[config.mk]
export PLATFORM = sky130hd
export DESIGN_NAME = dc2_tag_ctrl
export DESIGN_NICKNAME = d
export VERILOG_FILES = /design/src/design/dc2_pkg.sv /design/src/design/dc2_tag_ctrl.sv
export SDC_FILE = /design/constraint.sdc
export NUM_CORES = 1
export LEC_CHECK = 0
export ABC_AREA = 0
export BUFFER_PORTS_ARGS = -buffer_cell sky130_fd_sc_hd__buf_2
export CAP_MARGIN = 15
export CORE_AREA = 2 2 169 171
export CTS_CLUSTER_DIAMETER = 120
export CTS_CLUSTER_SIZE = 30
export DETAILED_ROUTE_END_ITERATION = 12
export DIE_AREA = 0 0 171 173
export SYNTH_ARGS = -nofsm -noshare
export SYNTH_HDL_FRONTEND = slang
export SYNTH_SLANG_ARGS = --single-unit
export TNS_END_PERCENT = 10
[constraint.sdc]
create_clock -name clk -period 3.2 [get_ports clk]
set_clock_uncertainty 0.15 [all_clocks]
set_input_delay 0.96 -clock clk [delete_from_list [all_inputs] [get_ports clk]]
set_output_delay 0.96 -clock clk [all_outputs]
set_load 0.005 [all_outputs]
[src/design/dc2_pkg.sv]
// --------------------------------------------------
// Shared types for the L2 data cache tag array.
// Tag entry, request, per-way result and response
// words, plus the opcode enum. Modules pull these in
// with a wildcard import in their header.
// --------------------------------------------------
`default_nettype none

package dc2_pkg;

  localparam int DC2_SETS = 256;
  localparam int DC2_TAG_W = 28;

  // Physical line address with the tag in [35:8] and the set in [7:0]
  typedef logic [35:0] dc2_line_t;

  typedef struct packed {
    logic [DC2_TAG_W-1:0] tag;
    logic                 valid;
    logic                 excl;
    logic                 ins_dirty;
  } dc2_tag_entry_t;

  typedef enum logic [1:0] {
    op_lookup  = 2'd0,
    op_fill    = 2'd1,
    op_expunge = 2'd2
  } dc2_op_e;

  typedef struct packed {
    dc2_op_e   op;
    logic      odd;
    logic      split;
    logic      wrt_en;
    logic      excl;
    logic      ins_dirty;
    dc2_line_t line_e;
    dc2_line_t line_o;
  } dc2_req_t;

  // Stage-two result of one way
  typedef struct packed {
    logic           hit_e;
    logic           hit_o;
    logic           valid_p;
    dc2_tag_entry_t entry_p;
    dc2_line_t      line_p;
  } dc2_way_rsp_t;

  typedef struct packed {
    logic      valid;
    logic      hit;
    logic [7:0] hit_way;
    logic      excl;
    logic      ins_dirty;
    logic      evict_valid;
    dc2_line_t evict_line;
  } dc2_rsp_t;

endpackage

`default_nettype wire

[src/design/dc2_tag_ctrl.sv]
// --------------------------------------------------
// Tag array control: init sweep, merging of way
// results, fill victim choice and the registered
// response. Sits one cycle behind the ways.
// --------------------------------------------------
`default_nettype none

module dc2_tag_ctrl import dc2_pkg::*; #(
  parameter int WAYS = 4
) (
  input  logic         clk,
  input  logic         rst,
  input  logic         init,
  input  logic [4:0]   rnd,
  input  dc2_way_rsp_t way_rsp [WAYS],
  input  logic         req_en,
  input  dc2_req_t     req,
  output logic         init_busy,
  output logic [7:0]   init_index,
  output logic [WAYS-1:0] fill_sel,
  output dc2_rsp_t     rsp
);

  localparam int IDX_W = (WAYS > 1) ? $clog2(WAYS) : 1;

  logic       req_en_q;
  dc2_op_e    op_q;
  logic       odd_q;
  logic       split_q;

  logic [WAYS-1:0] hit_e_vec;
  logic [WAYS-1:0] hit_o_vec;
  logic [WAYS-1:0] prim_hit_vec;
  logic [WAYS-1:0] other_hit_vec;
  logic [WAYS-1:0] inv_vec;

  logic [IDX_W-1:0] hit_idx;
  logic [IDX_W-1:0] inv_idx;
  logic [IDX_W-1:0] rnd_idx;
  logic [IDX_W-1:0] vict;
  logic       prim_any;
  logic       other_any;
  logic       inv_any;
  logic       is_fill;
  dc2_rsp_t   rsp_d;

  // Init sweep clears one set per cycle
  always_ff @(posedge clk) begin
    if (rst) begin
      init_busy  <= 1'b1;
      init_index <= '0;
    end else if (init) begin
      init_busy  <= 1'b1;
      init_index <= '0;
    end else if (init_busy) begin
      init_index <= init_index + 8'd1;
      if (init_index == 8'(DC2_SETS - 1)) begin
        init_busy <= 1'b0;
      end
    end
  end

  always_ff @(posedge clk) begin
    if (rst) begin
      req_en_q <= 1'b0;
    end else begin
      req_en_q <= req_en;
    end
  end

  always_ff @(posedge clk) begin
    if (req_en) begin
      op_q    <= req.op;
      odd_q   <= req.odd;
      split_q <= req.split;
    end
  end

  always_comb begin
    for (int w = 0; w < WAYS; w++) begin
      hit_e_vec[w]     = way_rsp[w].hit_e;
      hit_o_vec[w]     = way_rsp[w].hit_o;
      inv_vec[w]       = !way_rsp[w].valid_p;
    end
    prim_hit_vec  = odd_q ? hit_o_vec : hit_e_vec;
    other_hit_vec = odd_q ? hit_e_vec : hit_o_vec;
  end

  // Lowest-numbered hit and invalid ways
  always_comb begin
    hit_idx = '0;
    inv_idx = '0;
    for (int w = WAYS - 1; w >= 0; w--) begin
      if (prim_hit_vec[w]) begin
        hit_idx = IDX_W'(w);
      end
      if (inv_vec[w]) begin
        inv_idx = IDX_W'(w);
      end
    end
  end

  assign prim_any  = |prim_hit_vec;
  assign other_any = |other_hit_vec;
  assign inv_any   = |inv_vec;
  assign rnd_idx   = IDX_W'(rnd % WAYS);
  assign is_fill   = req_en_q && op_q == op_fill;

  // Victim is the duplicate hit, else the first free way, else random
  always_comb begin
    if (prim_any) begin
      vict = hit_idx;
    end else if (inv_any) begin
      vict = inv_idx;
    end else begin
      vict = rnd_idx;
    end
    fill_sel = '0;
    if (is_fill) begin
      fill_sel[vict] = 1'b1;
    end
  end

  always_comb begin
    rsp_d.valid       = req_en_q;
    rsp_d.hit         = prim_any && (op_q != op_lookup || !split_q || other_any);
    rsp_d.hit_way     = is_fill ? 8'(vict) : 8'(hit_idx);
    rsp_d.excl        = prim_any && way_rsp[hit_idx].entry_p.excl;
    rsp_d.ins_dirty   = prim_any && way_rsp[hit_idx].entry_p.ins_dirty;
    rsp_d.evict_valid = is_fill && !prim_any && !inv_any;
    rsp_d.evict_line  = way_rsp[vict].line_p;
  end

  always_ff @(posedge clk) begin
    if (rst) begin
      rsp <= '0;
    end else begin
      rsp <= rsp_d;
    end
  end

  one_hit_per_bank: assert property (
    @(posedge clk) disable iff (rst) $onehot0(hit_e_vec) && $onehot0(hit_o_vec)
  );

  no_req_while_busy: assert property (
    @(posedge clk) disable iff (rst) init_busy |-> !req_en
  );

  fill_sel_onehot: assert property (
    @(posedge clk) disable iff (rst) $onehot0(fill_sel)
  );

endmodule

`default_nettype wire

# After elaboration in Yosys (flattened, before gate mapping)
# Cells that the tools add are included.
word_totals:
  register_bits: 63
  out_inout_bits: 62
  elab_cells: 67
op_classes:
  n_addsub: 1
  magnitude_cmp: 4
  eq_ne: 2
  muxes: 24
  bitwise: 2
  n_reduce_logical: 21
op_table:
  columns: ["operator", "count"]
  rows:
  - ["$bmux W70 S2", 2]
  - ["$mux W38", 2]
  - ["$mux W36", 2]
  - ["$mux W2", 11]
  - ["$mux W4", 3]
  - ["$reduce_or A4 Y1", 3]
  - ["$add A8 B1 Y8 const B", 1]
  - ["$eq A8 B8 Y1 const B", 1]
  - ["$logic_and A1 B1 Y1", 7]
  - ["$logic_not A1 Y1", 7]
  - ["$ge A3 B3 Y1 const B", 2]
  - ["$not A2 Y3", 2]
  - ["$lt A2 B3 Y1 const B", 1]
  - ["$mux W1", 3]
  - ["$demux W1 S2", 1]
  - ["$eq A2 B1 Y1 const B", 1]
  - ["$ge A2 B1 Y1 const B", 1]
  - ["$logic_or A1 B1 Y1", 2]
  - ["$reduce_bool A2 Y1", 1]
  - ["$reduce_or A2 Y1", 1]

# Logic depth before layout (Yosys ltp)
logic_depth:
  depth_word: 11
  ltp_mapped: 9

# Worst setup path before layout
# OpenSTA, ideal clock, no wires.
synth_timing:
  path_kind: "input to output"
  startpoint: "in way_rsp[208] (netlist name)"
  endpoint: "out fill_sel[2]"
  arrival_time_ns: 2.290
  t_required_ns: 2.090
  slack_ns: -0.200
  cell_stages: 7
  n_path_buf: 3
  cell_sequence: "or3b_1 > and2_4 > a21o_1 > clkbuf_2 > buf_6 > buf_6 > a211oi_1"
synth_via:
  elab_chain_len: 9
  elab_cells_between_ends: 11
  cone_classes: "order compare (2); mux (7); reduce/logical (2)"
synth_rtl:
  columns: ["element", "line_no", "rtl"]
  rows:
  - ["start, declared", "dc2_tag_ctrl.sv:15", "input dc2_way_rsp_t way_rsp [WAYS],"]
  - ["$mux W4 *", "dc2_tag_ctrl.sv:85", "prim_hit_vec = odd_q ? hit_o_vec : hit_e_vec;"]
  - ["$mux W2 (2 in series)", "dc2_tag_ctrl.sv:94", "if (prim_hit_vec[w]) begin"]
  - ["$mux W2 *", "dc2_tag_ctrl.sv:111", "if (prim_any) begin"]
  - ["$lt A2 B3 Y1 (implied by the code) / $ge A2 B1 Y1 (equally long branches)", "dc2_tag_ctrl.sv:120", "fill_sel[vict] = 1'b1;"]
  - ["$logic_and A1 B1 Y1 (implied by the code)", "dc2_tag_ctrl.sv:120", null]
  - ["$mux W1 (implied by the code)", "dc2_tag_ctrl.sv:120", null]
  - ["$demux W1 S2 *", "dc2_tag_ctrl.sv:120", null]
  - ["$mux W4 *", "dc2_tag_ctrl.sv:119", "if (is_fill) begin"]
  - ["end, declared", "dc2_tag_ctrl.sv:20", "output logic [WAYS-1:0] fill_sel,"]
# Mark *: on every way between the ends. The rest lies on a longest branch, timed or not.

# Worst setup path after layout
layout_timing:
  startpoint: "in way_rsp[279] (netlist name)"
  endpoint: "out fill_sel[2]"
layout_via:
  elab_chain_len: 8
  elab_cells_between_ends: 10
  cone_classes: "order compare (2); mux (6); reduce/logical (2)"
layout_rtl:
  columns: ["element", "line_no"]
  rows:
  - ["$mux W4 *", "dc2_tag_ctrl.sv:85"]
  - ["$reduce_or A4 Y1 / $mux W2 (equally long branches)", "dc2_tag_ctrl.sv:103, dc2_tag_ctrl.sv:94"]
  - ["$mux W2 *", "dc2_tag_ctrl.sv:111"]
  - ["$lt A2 B3 Y1 (implied by the code) / $ge A2 B1 Y1 (equally long branches)", "dc2_tag_ctrl.sv:120"]
  - ["$logic_and A1 B1 Y1 (implied by the code)", "dc2_tag_ctrl.sv:120"]
  - ["$mux W1 (implied by the code)", "dc2_tag_ctrl.sv:120"]
  - ["$demux W1 S2 *", "dc2_tag_ctrl.sv:120"]
  - ["$mux W4 *", "dc2_tag_ctrl.sv:119"]
# Marks and branches as above.

==> run metrics <==
Synth Area in Adders less than 1%; Setup-failing EPs final 3; CP cell instances buf_6 > or3_4 > and2_4 > a21o_4 > a211oi_2 > buf_2; Die Span Y 173 um; asr flop ratio synth 0%; utilization after layout roughly 18%; routed vias ~3000; Peak supply drop about 0.16 mV; Cells after Synth 279; First-pass DRT Iterations 4; Rel. slew slack 56.4%; Worst Path Max Fanout 5; crit path time final ~3.2 ns; CTS tree yes; syn avg cell area a little over 10 um2; fmax 311 MHz; Final Hold Viols 0; H-tree levels 3; pre-CTS setup slack -0.113 ns; outcome finished with violations; synthesis-to-layout area growth 68.9%; CTS clk-pin slew, worst paths 0.05 ns; Routed WL per cell between 10 and 15 um; Compound-Gate Fraction of Synth Area about an eighth; TritonCTS Buffers 9; violated checks setup timing; Synth Area in XOR/XNOR roughly 1.5%; post-synthesis sequential area ratio about two fifths; ranking of synthesized cells by area dfxtp_1 (37%), mux2i_1 (28%), o22ai_1 (7.8%), edfxtp_1 (4.2%), buf_6 (2.4%); Post-Synth Simple-Gate Area under 10%; dpl hpwl approximately 9300 um; gr usage total ~7.6%; Max Slew Vio Count 0; mapped cell area around 0.0029 mm2; Slew @ Worst Pin about 0.65 ns; nature of the critical path endpoint output pin; Final #Nets ~890; area share of the largest cell type after synthesis a little under two fifths; width of the die approximately 170 um; total grt overflow 0; critical path data arrival time roughly 2.1 ns; largest net degree at the start of global routing 38; CP top delay family simple AND/OR/NAND/NOR gates; antenna violations before repair 3; Synth Warn # 0; Post-synth EDFFs 4; site row count 61; crit-path max cell delay approximately 0.38 ns; M1 WL 4630 um; Highest Signal Layer met5; root buf cell clkbuf_16; Final period util 100%; Power Total roughly 2.3 mW; number of synthesized register bits 57; Final Instance Area about 0.0048 mm2; CP bufs+invs 2; DIE AREA a little under 0.03 mm2; drt drc 0; # hold bufs at CTS 0; max_cap viols 0; Clk Latency, worst-skew pair about 0.33 ns; mux cell area share after synthesis between 20% and 30%; met2 wire length between 5000 and 6000 um; final worst slack -0.0159 ns; type of origin of the critical path input pin; unrepaired setup endpoints after global routing true; Vias/cell between 3 and 4; crit path kind input pin to output pin; Fin Setup TNS -0.0416 ns; initial DRC count 148; multi-input logic area 0.00156 mm2; DRT Wirelength roughly 11000 um; Sink Count 57; critical path's slowest cell or3_4; main combinational cell family by area after synthesis multiplexers; vias in the first global route roughly 2900; DP Area roughly 0.0045 mm2; CORE AREA between 0.02 and 0.03 mm2; Max clock buf depth 2; layout cells sized above 1 52.4%; Leak Pwr about 2.6 nW; # IOs 430; dpl cells 885; Fill cells ~3100; Initial Utilization 10.4%; DR WL met3 between 1000 and 1500 um; Cell variety after synth 40; Hold WC Path Type register to register; Synth area leader dfxtp_1; global-route wire length before repair ~16000 um; hold slack final approximately 0.32 ns; Antenna Nets Post-Route 0; Worst EP required about 2.1 ns; port bufs roughly 230; top_reg_cell synth dfxtp_1; Storage cell area 0.00118 mm2; Layout Cells excl Fill 902; gpl congestion about 0.74; PwrDens 480 mW/mm2
==> final cells by class <==
| cell class | instances | area share, % |
|---|---|---|
| repair buffers | 247 | 26.7 |
| flip-flops and latches | 57 | 24.4 |
| multi-input cells | 199 | 32.2 |
| clock buffers | 11 | 5.01 |
| inverters | 4 | 0.310 |
| well taps | 378 | 9.76 |
| clock inverters | 5 | 1.63 |
| diodes | 1 | 0.0516 |
==> synthesized netlist by cell type (all sizes together), types with 2 or more instances <==
library cell  instances
nor3                  3
mux2i                80
nand4                 3
a21oi                 4
or3                   3
nor2                 15
inv                   4
buf                  16
and2                  4
nand3                 4
dfxtp                53
clkbuf                8
nand3b                2
nand2                 9
a21o                  3
o21ai                 5
nor2b                 2
o22ai                36
xor2                  4
and3                  2
nand2b                2
nor4                  2
edfxtp                4
==> where the power goes <==
group          internal [mW]  switching [mW]  leakage [nW]  total (mW)
combinational          0.242           0.213          1.96       0.456
sequential             0.783          0.0201         0.478       0.803
clock                  0.702           0.364         0.159        1.07
==> layout by cell type, fill, tap and decap left out, types with 3 or more instances in the layout <==
cell / Yosys / final
buf_4: 7 / 18
nand4_1: 3 / 3
inv_1: 4 / 4
nand2_1: 9 / 8
o21ai_0: 5 / 5
edfxtp_1: 4 / 4
xor2_1: 4 / 4
o22ai_1: 36 / 36
buf_2: 3 / 227
and2_1: 3 / 3
mux2i_1: 80 / 80
clkbuf_16: 0 / 9
nor2_1: 15 / 15
nand3_1: 4 / 3
conb_1: 1 / 6
dfxtp_1: 53 / 53
a21oi_1: 4 / 4
==> cells by family (layout without fill, tap and decap cells) <==
| logic type | Yosys count | count (layout) |
|---|---|---|
| DFF | 57 | 57 |
| xor gates and xnor gates | 5 | 5 |
| AOI/OAI and AO/OA | 54 | 54 |
| other | 1 | 7 |
| buffers and inverters | 28 | 267 |
| muxes | 80 | 80 |
| adders and majority gates | 1 | 1 |
| and+or+nand+nor | 53 | 53 |
==> worst paths after layout <==
kind	end	start	slack, ns	depth (start not counted)
max	fill_sel[2]	way_rsp[279]	-0.02	6
max reg2reg	rsp[32]	odd_q	0.61	7
min reg2reg	rsp[48]	req_en_q	0.32	1
min	rsp[48]	req_en_q	0.32	1
==> metal layers <==
layer	GRT usage, %	vias up
li1	-	1504
met1	8.37	1322
met2	13.3	145
met3	3.43	13
met4	1.91	4
met5	0	-
==> registers in the layout, indices dropped and copies added, names as in the netlist <==
| signal | cells |
|---|---|
| req_en_q | 1 |
| rsp | 43 |
| odd_q | 1 |
| init_busy | 1 |
| init_index | 8 |
| op_q | 2 |
| split_q | 1 |
==> timing repair <==
action / CTS / global route
setup endpoints to repair: 4 / 4
gates resized for setup: 3 / 1
pin swaps: 1 / 1
setup buffers: 0 / 0
Note: power is estimated with default switching activity, not from simulation.
