File: config.mk
export PLATFORM = sky130hd
export DESIGN_NAME = dc2_lfsr
export DESIGN_NICKNAME = d
export VERILOG_FILES = /design/src/design/dc2_lfsr.sv
export SDC_FILE = /design/constraint.sdc
export NUM_CORES = 1
export LEC_CHECK = 0
export CAP_MARGIN = 20
export CORE_AREA = 10 10 47 49
export DETAILED_ROUTE_END_ITERATION = 10
export DIE_AREA = 0 0 57 59
export DONT_BUFFER_PORTS = 1
export GPL_TIMING_DRIVEN = 1
export PLACE_DENSITY = 0.5
export SETUP_SLACK_MARGIN = 0.2
export SLEW_MARGIN = 10
export SYNTH_ARGS = -nofsm -noshare
export SYNTH_HDL_FRONTEND = slang
export SYNTH_SLANG_ARGS = --single-unit
File: constraint.sdc
create_clock -name clk -period 1.5 [get_ports clk]
set_clock_uncertainty 0.1 [all_clocks]
set_input_delay 0.225 -clock clk [delete_from_list [all_inputs] [get_ports clk]]
set_output_delay 0.225 -clock clk [all_outputs]
set_load 0.05 [all_outputs]
File: src/design/dc2_lfsr.sv
// --------------------------------------------------
// Free-running 16-bit Fibonacci LFSR.
// The low 5 bits feed the fill victim choice.
// --------------------------------------------------
`default_nettype none

module dc2_lfsr (
  input  logic       clk,
  input  logic       rst,
  output logic [4:0] rnd
);

  localparam logic [15:0] SEED = 16'hace1;

  logic [15:0] state;
  logic        feedback;

  // Taps of the maximal-length x^16 + x^15 + x^13 + x^4 + 1
  assign feedback = state[15] ^ state[14] ^ state[12] ^ state[3];

  always_ff @(posedge clk) begin
    if (rst) begin
      state <= SEED;
    end else begin
      state <= {state[14:0], feedback};
    end
  end

  assign rnd = state[4:0];

  lfsr_nonzero: assert property (@(posedge clk) disable iff (rst) state != '0);

endmodule

`default_nettype wire

### After elaboration in Yosys (flattened, before gate mapping)

Cells that the tools add are included.

* output and inout bits: 5
* bits of input ports: 2
* bits in registers: 16

* bitwise operators: 3

Operators with widths (number)
* 1-bit bitwise XOR: 3

### Depth between registers and ports, before layout

Gate-level depths: netlist of the first run.

* word-level depth: 3
* gate-level depth with buffers: 3
* mapped depth without buffers: 3

### Least setup slack after synthesis of the first run

Ideal clock, no wire load.

* path kind: flip-flop to flip-flop
* start: reg state[3]
* end: reg state[0]
* buffers on the path: 0
* setup slack: 0.609 ns
* arrival time: 0.674 ns
* stages on the path, launching flop included: 4
* setup time: 0.117 ns
* cells stage by stage: dfxtp_1 -> xor2_1 -> xnor2_1 -> nand2b_1

* word-level cells in the longest chain between the ends: 1

Ends and longest elaborated chain
* from (decl): line 15 `logic [15:0] state;`
* from (signal assigned): line 25 `state <= {state[14:0], feedback};`
* 1-bit bitwise XOR: line 19 `assign feedback = state[15] ^ state[14] ^ state[12] ^ state[3];`

Every way passes these cells.
A chain may end at the register's enable or synchronous reset.

### Worst setup path after layout of the first run

* start: reg state[1]
* end: out rnd[1]

RTL lines
* to (decl): line 10 `output logic [4:0] rnd`

No word-level cell between the ends.

==> results.txt, run 1 <==
The final critical path time including I/O delays and setup came out at 1250 ps. The share of layout cells above drive strength 1 came out at 0.195. Summed over all layers, the global routing overflow is 0.

The initial antenna violation count is 0, and the summed negative setup slack over all endpoints is 0 ps. For the internal power summed over all cells, the log shows 0.628 mW. The worst setup path is captured at a primary output.

The flow ran to the end, and the final reports show no timing, DRC or antenna violations. The register with the most flip-flops in the layout has 16 of them. The all-layer global routing usage came out at 0.0439.

The switching fraction of total power is 0.236, and the sum of internal, switching and leakage power is 0.822 mW. For the final-report setup violation count, the log shows 0. Row generation in the floorplan step produced 14 rows. For this block, the via count after detailed routing is 231.

The floorplan die height is 59 um, and the number of cells produced by synthesis is 41. The floorplan die width came out at 57 um. Summed over all layers, the routed wires come to 669 um.

The register-to-register setup slack came out at 510 ps. At the pin with the least slew margin, the transition time is 501 ps. For this design the top-level I/O count stands at 7.

The number of input and output port buffers inserted is 0, and the count of endpoints failing hold in the final timing report is 0. The setup fix buffers added after clock tree synthesis was 0; the proportion of power drawn by combinational gates was 0.055. Using the TritonRoute via totals, the vias-per-cell ratio works out to 4.05.

For this design the static power due to leakage is 0.211 nW. From synthesis to final layout, the design area changed by 5.81%. At the worst endpoint, the required time is 1170 ps. Number of distinct standard cells referenced by the synthesized netlist: 8. The sequential cell area fraction in the yosys report is 0.646, and the highest clock rate is 801 MHz.

TritonCTS built the clock tree. The die covers 3360 um2. The critical path class was flop to primary output. Share of power burned in registers: 0.615.

For this run, design rule violations remaining after detail routing come to 0. The number of clock sinks is 16, and the via count of the first global-routing pass is 221. The logs give 44 for the count of nets after finishing and 0.354 for the effective utilization at floorplan. The wire length of the first global-routing pass is 1100 um. The logs give 280 ps for the clock latency on the worst-skew pair and 0.717 for the final estimated routing congestion in global placement. When the netlist entered floorplanning its net count stood at 43. Class of the worst hold path: flop to flop. Summing every instance area after synthesis gives 495 um2. For this run, the detailed router's first-pass iteration total came to 2. The power per cell area was 1570 nW/um2. Yosys printed 0 warnings. The net switching power is 0.194 mW, and the post-route clock period utilization is 0.832. In the final layout, the registers with the most flip-flops are state (16).

The top fanout value on the critical path came out at 2. The tools report the data arrival time at the worst-slack endpoint as 920 ps. After floorplanning, the core was sized to cover 1400 um2. The critical path starts at state[1].

The worst slew margin relative to its limit was 0.666. The worst setup path is launched from a flop. Synthesized area per cell: 12.1 um2. The worst register-to-register path begins at state[1].

The part of the total power dissipated in the clock network is 0.330, and the antenna diode count is 0. Fill cell total of the finished layout: 143. The beginning of the worst hold path is state[5]. The run gives 2 as the buffer levels on the longest clock path. Clock-pin slew was measured on the worst setup and hold paths at 90 ps. Setup repair after global routing left no endpoint under its margin. The run gives 1 as the total number of H-tree levels. The pin count of the biggest net entering global routing was 17; the antenna violation net count after detailed routing was 0. The share of the core filled with cells came out at 0.374. After synthesis the netlist holds a flip-flop and latch count of 16. The number of max-slew violations in the final report was 0. The worst-case IR drop observed on VDD is 0.000684 V.

The register ranked first by flip-flop count was state. CTS placed an instance of clkbuf_4 at the clock tree root. The number of buffers added by the clock tree synthesis step is 3. The tool flagged a number of max-cap violations equal to 0. In the final routed layout, each cell accounts on average for 11.7 um. In this run, the number of DRC markers left after iteration 0 of detailed routing was 8.
==> synth_stat cells <==
cell,number,share of area
nand2b_1,1,0.013
or2_1,7,0.088
xor2_1,2,0.035
nor2b_1,8,0.10
dfxtp_1,16,0.65
xnor2_1,1,0.018
buf_6,1,0.023
buf_4,5,0.076
==> power groups by stage <==
stage	Clock (mW)	Combinational [mW]	Sequential, mW
floorplan	0	0.0902	0.473
global placement	0	0.0376	0.513
detailed placement	0	0.0381	0.515
CTS	0.285	0.0457	0.505
global route	0.301	0.0496	0.510
finish	0.271	0.0451	0.506
==> kinds of logic (layout without fill, tap and decap cells) <==
logic type	count (synthesis)	in the layout	share of synthesized area
and+or+nand+nor	16	16	0.202
DFF	16	16	0.646
xor gates and xnor gates	3	3	0.0530
buffers and inverters	6	6	0.0985
==> layout make-up <==
class	count	area (um2)	share of cell area
sequential	16	324	0.618
multi-input combinational	19	126	0.241
clock buffer	4	36.3	0.0692
tap	16	20.0	0.0382
timing repair buffer	2	17.5	0.0334
==> final timing paths <==
kind	depth (start not counted)	to
worst max-delay path	0	rnd[1]
worst min-delay path	1	state[6]
worst max register to register	1	state[2]
worst min register to register	1	state[6]
==> placed cells by master (no fill, tap or decap) <==
cell type | synthesis | routed
nor2b_1 | 8 | 8
dlygate4sd3_1 | 0 | 1
xor2_1 | 2 | 2
clkbuf_4 | 0 | 3
or2_1 | 7 | 7
dfxtp_1 | 16 | 13
clkbuf_8 | 0 | 1
dfxtp_2 | 0 | 3
xnor2_1 | 1 | 1
buf_4 | 5 | 1
nand2b_1 | 1 | 1
==> metal layers <==
metal,up-vias,track usage,wire [um]
li1,118,-,-
met1,105,0.0446,291
met2,8,0.0558,287
met3,0,0.0472,90
met4,0,0.0201,0
met5,-,0,0
==> metrics by stage <==
step,hold WS [ps],cells,cell area (um2),worst slack (ps)
floorplan,197,41,495,609
finish,306,57,524,252
global placement,199,52,474,529
detailed placement,200,52,474,518
CTS,309,57,520,215
global route,316,57,524,205
==> timing repair <==
item,in CTS,in global routing
resized for setup,0,3
hold endpoints to repair,16,0
hold buffers,1,0
setup endpoints to repair,0,3
(Power assumes the default switching activity.)
==> inputs of run 2 (changes only) <==
- ABC_AREA: not set -> 1
- PLACE_DENSITY: 0.5 -> 0.56
- clock period: 1.5 -> 1 ns (I/O delays scaled with it)
==> results.txt, run 2 <==
The detailed-routing iteration count for the pre-antenna-repair pass was 4 (was 2); the number of max-slew violations in the final report was 0 (unchanged). The clock edge transition at the registers on the reported setup and hold paths works out to 90 ps (about the same). The flip-flop cell with the highest count after synthesis is dfxtp_1 (unchanged). For the net switching power, the log shows 0.298 mW (was 0.194 mW).

The floorplan die height came out at 59 um (unchanged). The cell depth of the worst min-delay path came out at 1 (unchanged). The number of buffers added by the clock tree synthesis step came out at 3 (unchanged).

Class of the worst hold path: input pin to flop (was flop to flop). The post-route clock period utilization is 1.03, and the longest individual stage delay on the worst path is 360 ps. The area share of the largest cell type after synthesis is 0.593 (was 0.646), and the post-detailed-placement half-perimeter wirelength is 553 um. The number of flip-flops in the largest register is 16 (unchanged). The number of distinct standard cells referenced by the synthesized netlist was 9 (was 8); the detailed-route wire length per cell was 9.52 um (was 11.7 um).

The tools report the count of nets after finishing as 74 (was 44). The total nets after synthesis came out at 66 (was 43). The worst voltage drop across the vdd grid came out at 0.000801 V (was 0.000684 V). The total congestion overflow after global routing was 0 (unchanged); the part of the total power dissipated in the clock network was 0.269 (was 0.330). Most common cell after layout, fill and taps aside: nand2_1 (was dfxtp_1). The per-cell via count in the routed design was 4.14 (was 4.05).

The clock latency on the worst-skew pair came out at 280 ps (about the same). Top flop regs: state (16) (unchanged). The final reports fail on negative hold slack, negative setup slack. For the final setup slack of the worst path, the log shows -31.3 ps (was 252 ps). The antenna diode count came out at 0 (unchanged). The total number of H-tree levels was 1 (unchanged); the count of endpoints failing hold in the final timing report was 13 (was 0). The proportion of power drawn by combinational gates was 0.148 (was 0.055); the final critical path time including I/O delays and setup was 1030 ps. The tools report the final estimated routing congestion in global placement as 0.654 (was 0.717). For the count of max-cap constraint violations, the log shows 0 (unchanged). The critical path depth in cells was 1 (was 0).

The final-layout worst hold slack came out at -182 ps (was 306 ps). The antenna violation net count after detailed routing was 0 (unchanged); the synthesized area per cell was 8.45 um2 (was 12.1 um2). For the count of hold buffers inserted by post-cts repair, the log shows 1 (unchanged). Register ranked first by flip-flop count: state (unchanged). The highest clock rate is 970 MHz. The run gives 541 um2 (was 495 um2) as the netlist area before placement.

The number of placement rows was 14 (unchanged). The run finished, with violations left. The data arrival time at the worst-slack endpoint came out at 780 ps (was 920 ps). The effective utilization at floorplan came out at 0.386 (was 0.354).

The slowest stage of the critical path is the dfxtp_2 cell. Internal power summed over all cells: 0.907 mW (was 0.628 mW). The power per cell area works out to 1760 nW/um2 (was 1570 nW/um2).

Most frequent cells in the layout: 14 x nand2_1, 11 x inv_1, 11 x dfxtp_1, 7 x nor2_1, 5 x dfxtp_2 (was 13 x dfxtp_1, 8 x nor2b_1, 7 x or2_1, 3 x clkbuf_4, 3 x dfxtp_2). The via count of the first global-routing pass came out at 381 (was 221). The root buffer selected by CTS is clkbuf_4 (unchanged). The buffer levels on the longest clock path is 2 (unchanged), and the share of layout cells above drive strength 1 is 0.357 (was 0.195). The number of input and output port buffers inserted was 0 (unchanged); the share of the core filled with cells was 0.488 (was 0.374). The number of warning messages in the yosys log came out at 0 (unchanged). Post-synth top cells: 16 x dfxtp_1, 16 x nand2_1, 12 x inv_1 (was 16 x dfxtp_1, 8 x nor2b_1, 7 x or2_1). The via count of the routed design is 356 (was 231). The sort of element at the start of the critical path is a flop (unchanged). The critical path class was flop to primary output (unchanged). The number of cells produced by synthesis came out at 64 (was 41). The worst slew margin relative to its limit was 0.903 (was 0.666); the flop and latch count out of synthesis was 16 (unchanged). The fill cell total of the finished layout was 147 (was 143); the buffers plus inverters on the worst setup path was 1. The tools report the area of the core as 1400 um2 (unchanged). The run gives 3360 um2 (unchanged) as the floorplan die area. The leakage power is 0.353 nW (was 0.211 nW), and the worst-case reg-to-reg path depth is 6 (was 1). For the count of boundary I/O pins, the log shows 7 (unchanged). The run gives 16 (unchanged) as the number of clock sinks. Final-report setup violation count: 5 (was 0).

The actual slew at the worst max-slew pin is 145 ps (was 501 ps), and the proportion of synthesized flip-flops having asynchronous set or reset is 0 (unchanged). Post-detailed-routing wire length: 819 um (was 669 um). TritonCTS built the clock tree.

The layout overhead on the synthesized area is 26.4% (was 5.81%). The required arrival time at the worst endpoint was 750 ps (was 1170 ps); the switching fraction of total power was 0.247 (was 0.236). The kind of cell with the highest combined delay along the critical path is flip-flops.

The initial antenna violation count was 0 (unchanged); the floorplan die width was 57 um (unchanged). Number of violations reported at the end of detailed-routing iteration 0: 2 (was 8). The dominant cell type by area after synthesis is dfxtp_1 (unchanged). The wire length of the first global-routing pass is 1480 um (was 1100 um), and the number of enable-type register cells in the synthesized netlist is 0 (unchanged).

Walking the worst path, the cells encountered are buf_12. The top fanout value on the critical path was 2 (unchanged); the sequential cell area fraction in the yosys report was 0.593 (was 0.646). Category of the worst setup path capture point: a primary output (unchanged).

The post-detailed-route DRC marker count came out at 0 (unchanged). The all-layer global routing usage came out at 0.0572 (was 0.0439). The run gives 141 ps (was 518 ps) as the worst setup slack after placement. Pin count of the biggest net entering global routing: 15 (was 17). The share of power burned in registers was 0.584 (was 0.615). Leading post-synthesis cells by cell area: dfxtp_1 59%, nand2_1 11%, inv_1 8.3%, buf_4 6.9%, nor2_1 5.6% (was dfxtp_1 65%, nor2b_1 10%, or2_1 8.8%, buf_4 7.6%, xor2_1 3.5%). Setup repair after global routing could not meet its margin everywhere.
run 2: routing by layer:
layer  GRT usage  share of wire
met5           0              0
met4      0.0503          0.011
met3      0.0322          0.067
met2       0.102           0.54
met1      0.0432           0.38
run 2: stage by stage:
stage / setup TNS, ps / power [mW] / instances / instance area (um2)
after CTS: -184 / 1.21 / 85 / 663
after floorplan: 0 / 0.828 / 64 / 542
after global placement: 0 / 0.868 / 79 / 601
after detailed placement: 0 / 0.870 / 79 / 601
final: -113 / 1.20 / 86 / 683
after global routing: -288 / 1.27 / 86 / 683
run 2: power by group through the flow:
stage	Sequential, mW	Combinational, mW	Clock (mW)
floorplan	0.706	0.122	0
global placement	0.715	0.153	0
detailed placement	0.717	0.154	0
CTS	0.704	0.171	0.339
global route	0.709	0.195	0.362
finish	0.703	0.178	0.324
run 2: area by class of cell:
| type | count | area (um2) | share of cell area |
|---|---|---|---|
| Timing Repair Buffer | 9 | 128 | 0.187 |
| Sequential cell | 16 | 327 | 0.478 |
| Multi-Input combinational cell | 30 | 141 | 0.207 |
| Inverter | 12 | 45.0 | 0.0659 |
| Tap cell | 16 | 20.0 | 0.0293 |
| Clock buffer | 3 | 22.5 | 0.0330 |
run 2: repair_timing:
item,4_1_cts,5_1_grt
buffers inserted,2,1
gates resized for setup,8,4
setup endpoints to repair,7,7
hold endpoints to repair,16,13
run 2: cells by family (layout without fill, tap and decap cells):
kind of cell,count (synthesis),count (layout),share of synthesized area
buffers and inverters,18,24,0.174
flip-flops,16,16,0.593
AND/OR/NAND/NOR,30,30,0.234
run 2: final timing paths:
kind         startpoint        to  slack [ps]
max reg2reg    state[3]  state[0]          60
max            state[2]    rnd[2]         -30
min reg2reg    state[7]  state[8]         300
min                 rst  state[1]        -180
==> inputs of run 3 (changes only) <==
- PLACE_DENSITY: 0.56 -> 0.54
- clock period: 1 -> 1.2 ns (I/O delays scaled with it)
==> results.txt, run 3 (same netlist as run 2, synthesis figures left out) <==
The floorplan die width is 57 um (unchanged). The number of violations reported at the end of detailed-routing iteration 0 was 7 (was 2). Cell-by-cell trace of the critical path: buf_8 (was buf_12). The post-route clock period utilization was 0.888. The tools report the worst setup path endpoint as rnd[3] (was rnd[2]). The number of placement rows is 14 (unchanged).

The run gives 0 (unchanged) as the number of max-slew violations in the final report. The tools report the initial antenna violation count as 0 (unchanged). Failing checks: negative hold slack (was negative hold slack, negative setup slack). Most frequent cells in the layout: 16 x nand2_1, 12 x inv_1, 11 x dfxtp_1, 8 x nor2_1, 5 x buf_8 (was 14 x nand2_1, 11 x inv_1, 11 x dfxtp_1, 7 x nor2_1, 5 x dfxtp_2). Number of buffers added by the clock tree synthesis step: 3 (unchanged). Top flop regs: state (16) (unchanged). The critical path class is flop to primary output (unchanged). Category of cells accounting for the largest share of critical-path delay: flip-flops (unchanged). Area of the core: 1400 um2 (unchanged). The endpoint of the most critical register-to-register path is state[0] (unchanged).

The highest clock rate came out at 939 MHz. The startpoint of the lowest-slack register-to-register path is state[3] (unchanged). The detailed-route wire length per cell is 8.64 um (was 9.52 um), and the required arrival time at the worst endpoint is 920 ps (was 750 ps).

The detailed-routing iteration count for the pre-antenna-repair pass is 4 (unchanged). The count of hold buffers inserted by post-cts repair is 1 (unchanged). The floorplan die height came out at 59 um (unchanged). The summed negative setup slack over all endpoints came out at 0 ps (was -113 ps). The buffers plus inverters on the worst setup path works out to 1 (unchanged). The total number of H-tree levels was 1 (unchanged); the pin count of the biggest net entering global routing was 15 (unchanged). The longest individual stage delay on the worst path is 370 ps (was 360 ps). The root buffer selected by CTS was clkbuf_4 (unchanged). The per-cell via count in the routed design is 4.00 (was 4.14), and the final setup slack of the worst path is 135 ps (was -31.3 ps). The global-route layer with the greatest usage is met2 (unchanged).

The worst setup slack after placement is 336 ps (was 141 ps). TritonCTS built the clock tree. The critical path startpoint was state[3] (was state[2]). The post-detailed-placement half-perimeter wirelength was 514 um (was 553 um). The power per cell area works out to 1600 nW/um2 (was 1760 nW/um2). The buffer levels on the longest clock path was 2 (unchanged). The number of clock sinks is 16 (unchanged), and the via count of the routed design is 344 (was 356). The final-report setup violation count is 0 (was 5). The logs give 0.0521 (was 0.0432) for the met1 track demand over resource in global routing and 302 (was 381) for the via count of the first global-routing pass. The post-detailed-route DRC marker count came out at 0 (unchanged). The number of flip-flops in the largest register came out at 16 (unchanged). The run gives 0.931 (was 0.903) as the worst slew margin relative to its limit. The top fanout value on the critical path is 3 (was 2).

The layout overhead on the synthesized area works out to 21.5% (was 26.4%). The wire length of the first global-routing pass came out at 1250 um (was 1480 um). Antenna diode count: 0 (unchanged). The critical path depth in cells is 1 (unchanged). Slowest stage cell on the critical path: dfxtp_4 (was dfxtp_2). The run gives 0.622 (was 0.654) as the final estimated routing congestion in global placement. The final-layout worst hold slack is -150 ps (was -182 ps), and the register-to-register setup slack is 260 ps (was 60 ps).

Setup repair after global routing could not meet its margin everywhere. The data arrival time at the worst-slack endpoint is 790 ps (was 780 ps), and the final cell count without fillers is 86 (unchanged). The instance count after placement with tap cells included is 79 (unchanged). The share of layout cells above drive strength 1 works out to 0.286 (was 0.357). The class of the worst hold path was input pin to flop (unchanged). The clock edge transition at the registers on the reported setup and hold paths is 90 ps (about the same). The most common cell after layout, fill and taps aside was nand2_1 (unchanged). The logs give 0.0472 (was 0.0322) for the global-route track usage on met3 and 743 um (was 819 um) for the post-detailed-routing wire length. The tools report the sort of element at the start of the critical path as a flop (unchanged). Category of the worst setup path capture point: a primary output (unchanged). The effective utilization at floorplan was 0.386 (unchanged); the worst voltage drop across the vdd grid was 0.000815 V (was 0.000801 V). The met2 track demand over resource is 0.0682 (was 0.102).

The run gives 0.345 nW (was 0.353 nW) as the leakage power. The tools report the floorplan die area as 3360 um2 (unchanged). The register ranked first by flip-flop count is state (unchanged). The logs give 280 ps (about the same) for the clock latency on the worst-skew pair and 73 (was 74) for the count of nets after finishing. The flow ran to the end, but the final reports show violations.

Count of max-cap constraint violations: 0 (unchanged). The worst-case reg-to-reg path depth works out to 6 (unchanged). The tools report the count of boundary I/O pins as 7 (unchanged). The all-layer global routing usage is 0.0500 (was 0.0572), and the number of input and output port buffers inserted is 0 (unchanged). The actual slew at the worst max-slew pin is 104 ps (was 145 ps), and the antenna violation net count after detailed routing is 0 (unchanged). Total congestion overflow after global routing: 0 (unchanged). The final critical path time including I/O delays and setup is 1070 ps. The count of endpoints failing hold in the final timing report was 13 (unchanged).
run 3: what timing repair did:
item	4_1_cts	5_1_grt
gates resized for setup	15	1
endpoints found under the setup margin	5	5
setup buffers	0	2
endpoints found under the hold margin	16	13
run 3: cell type report:
class	instances	area [um2]
sequential	16	329
multi-input combinational	30	126
inverter	12	45.0
timing repair buffer	8	100
tap	16	20.0
clock buffer	4	36.3
fill	145	744
run 3: worst min path at each step:
stage / cells past startpoint / slack [ps] / start / to
after floorplan: 1 / 190 / rst / state[5]
after global placement: 1 / 150 / rst / state[14]
after detailed placement: 1 / 150 / rst / state[8]
after CTS: 1 / -160 / rst / state[1]
after global routing: 1 / -170 / rst / state[4]
final: 1 / -150 / rst / state[1]
run 3: metal layers:
layer / vias up / share of wire
met5: - / 0
met4: 0 / 0
met3: 0 / 0.077
met2: 7 / 0.46
met1: 148 / 0.46
li1: 189 / -
run 3: through the flow:
step	util	cell area, um2	total power, mW	hold slack [ps]
after floorplan	-	541	0.690	187
after global placement	0.392	549	0.694	154
after detailed placement	0.392	549	0.695	155
after CTS	0.456	639	1.06	-161
after global routing	0.469	657	1.10	-169
final	0.469	657	1.05	-150
run 3: where the power goes:
part | internal [mW] | leakage [nW] | switching [mW] | total, mW
logic | 0.0580 | 0.189 | 0.0708 | 0.129
clock network | 0.185 | 0.0210 | 0.155 | 0.340
registers | 0.566 | 0.135 | 0.0164 | 0.582
total | 0.808 | 0.345 | 0.242 | 1.05
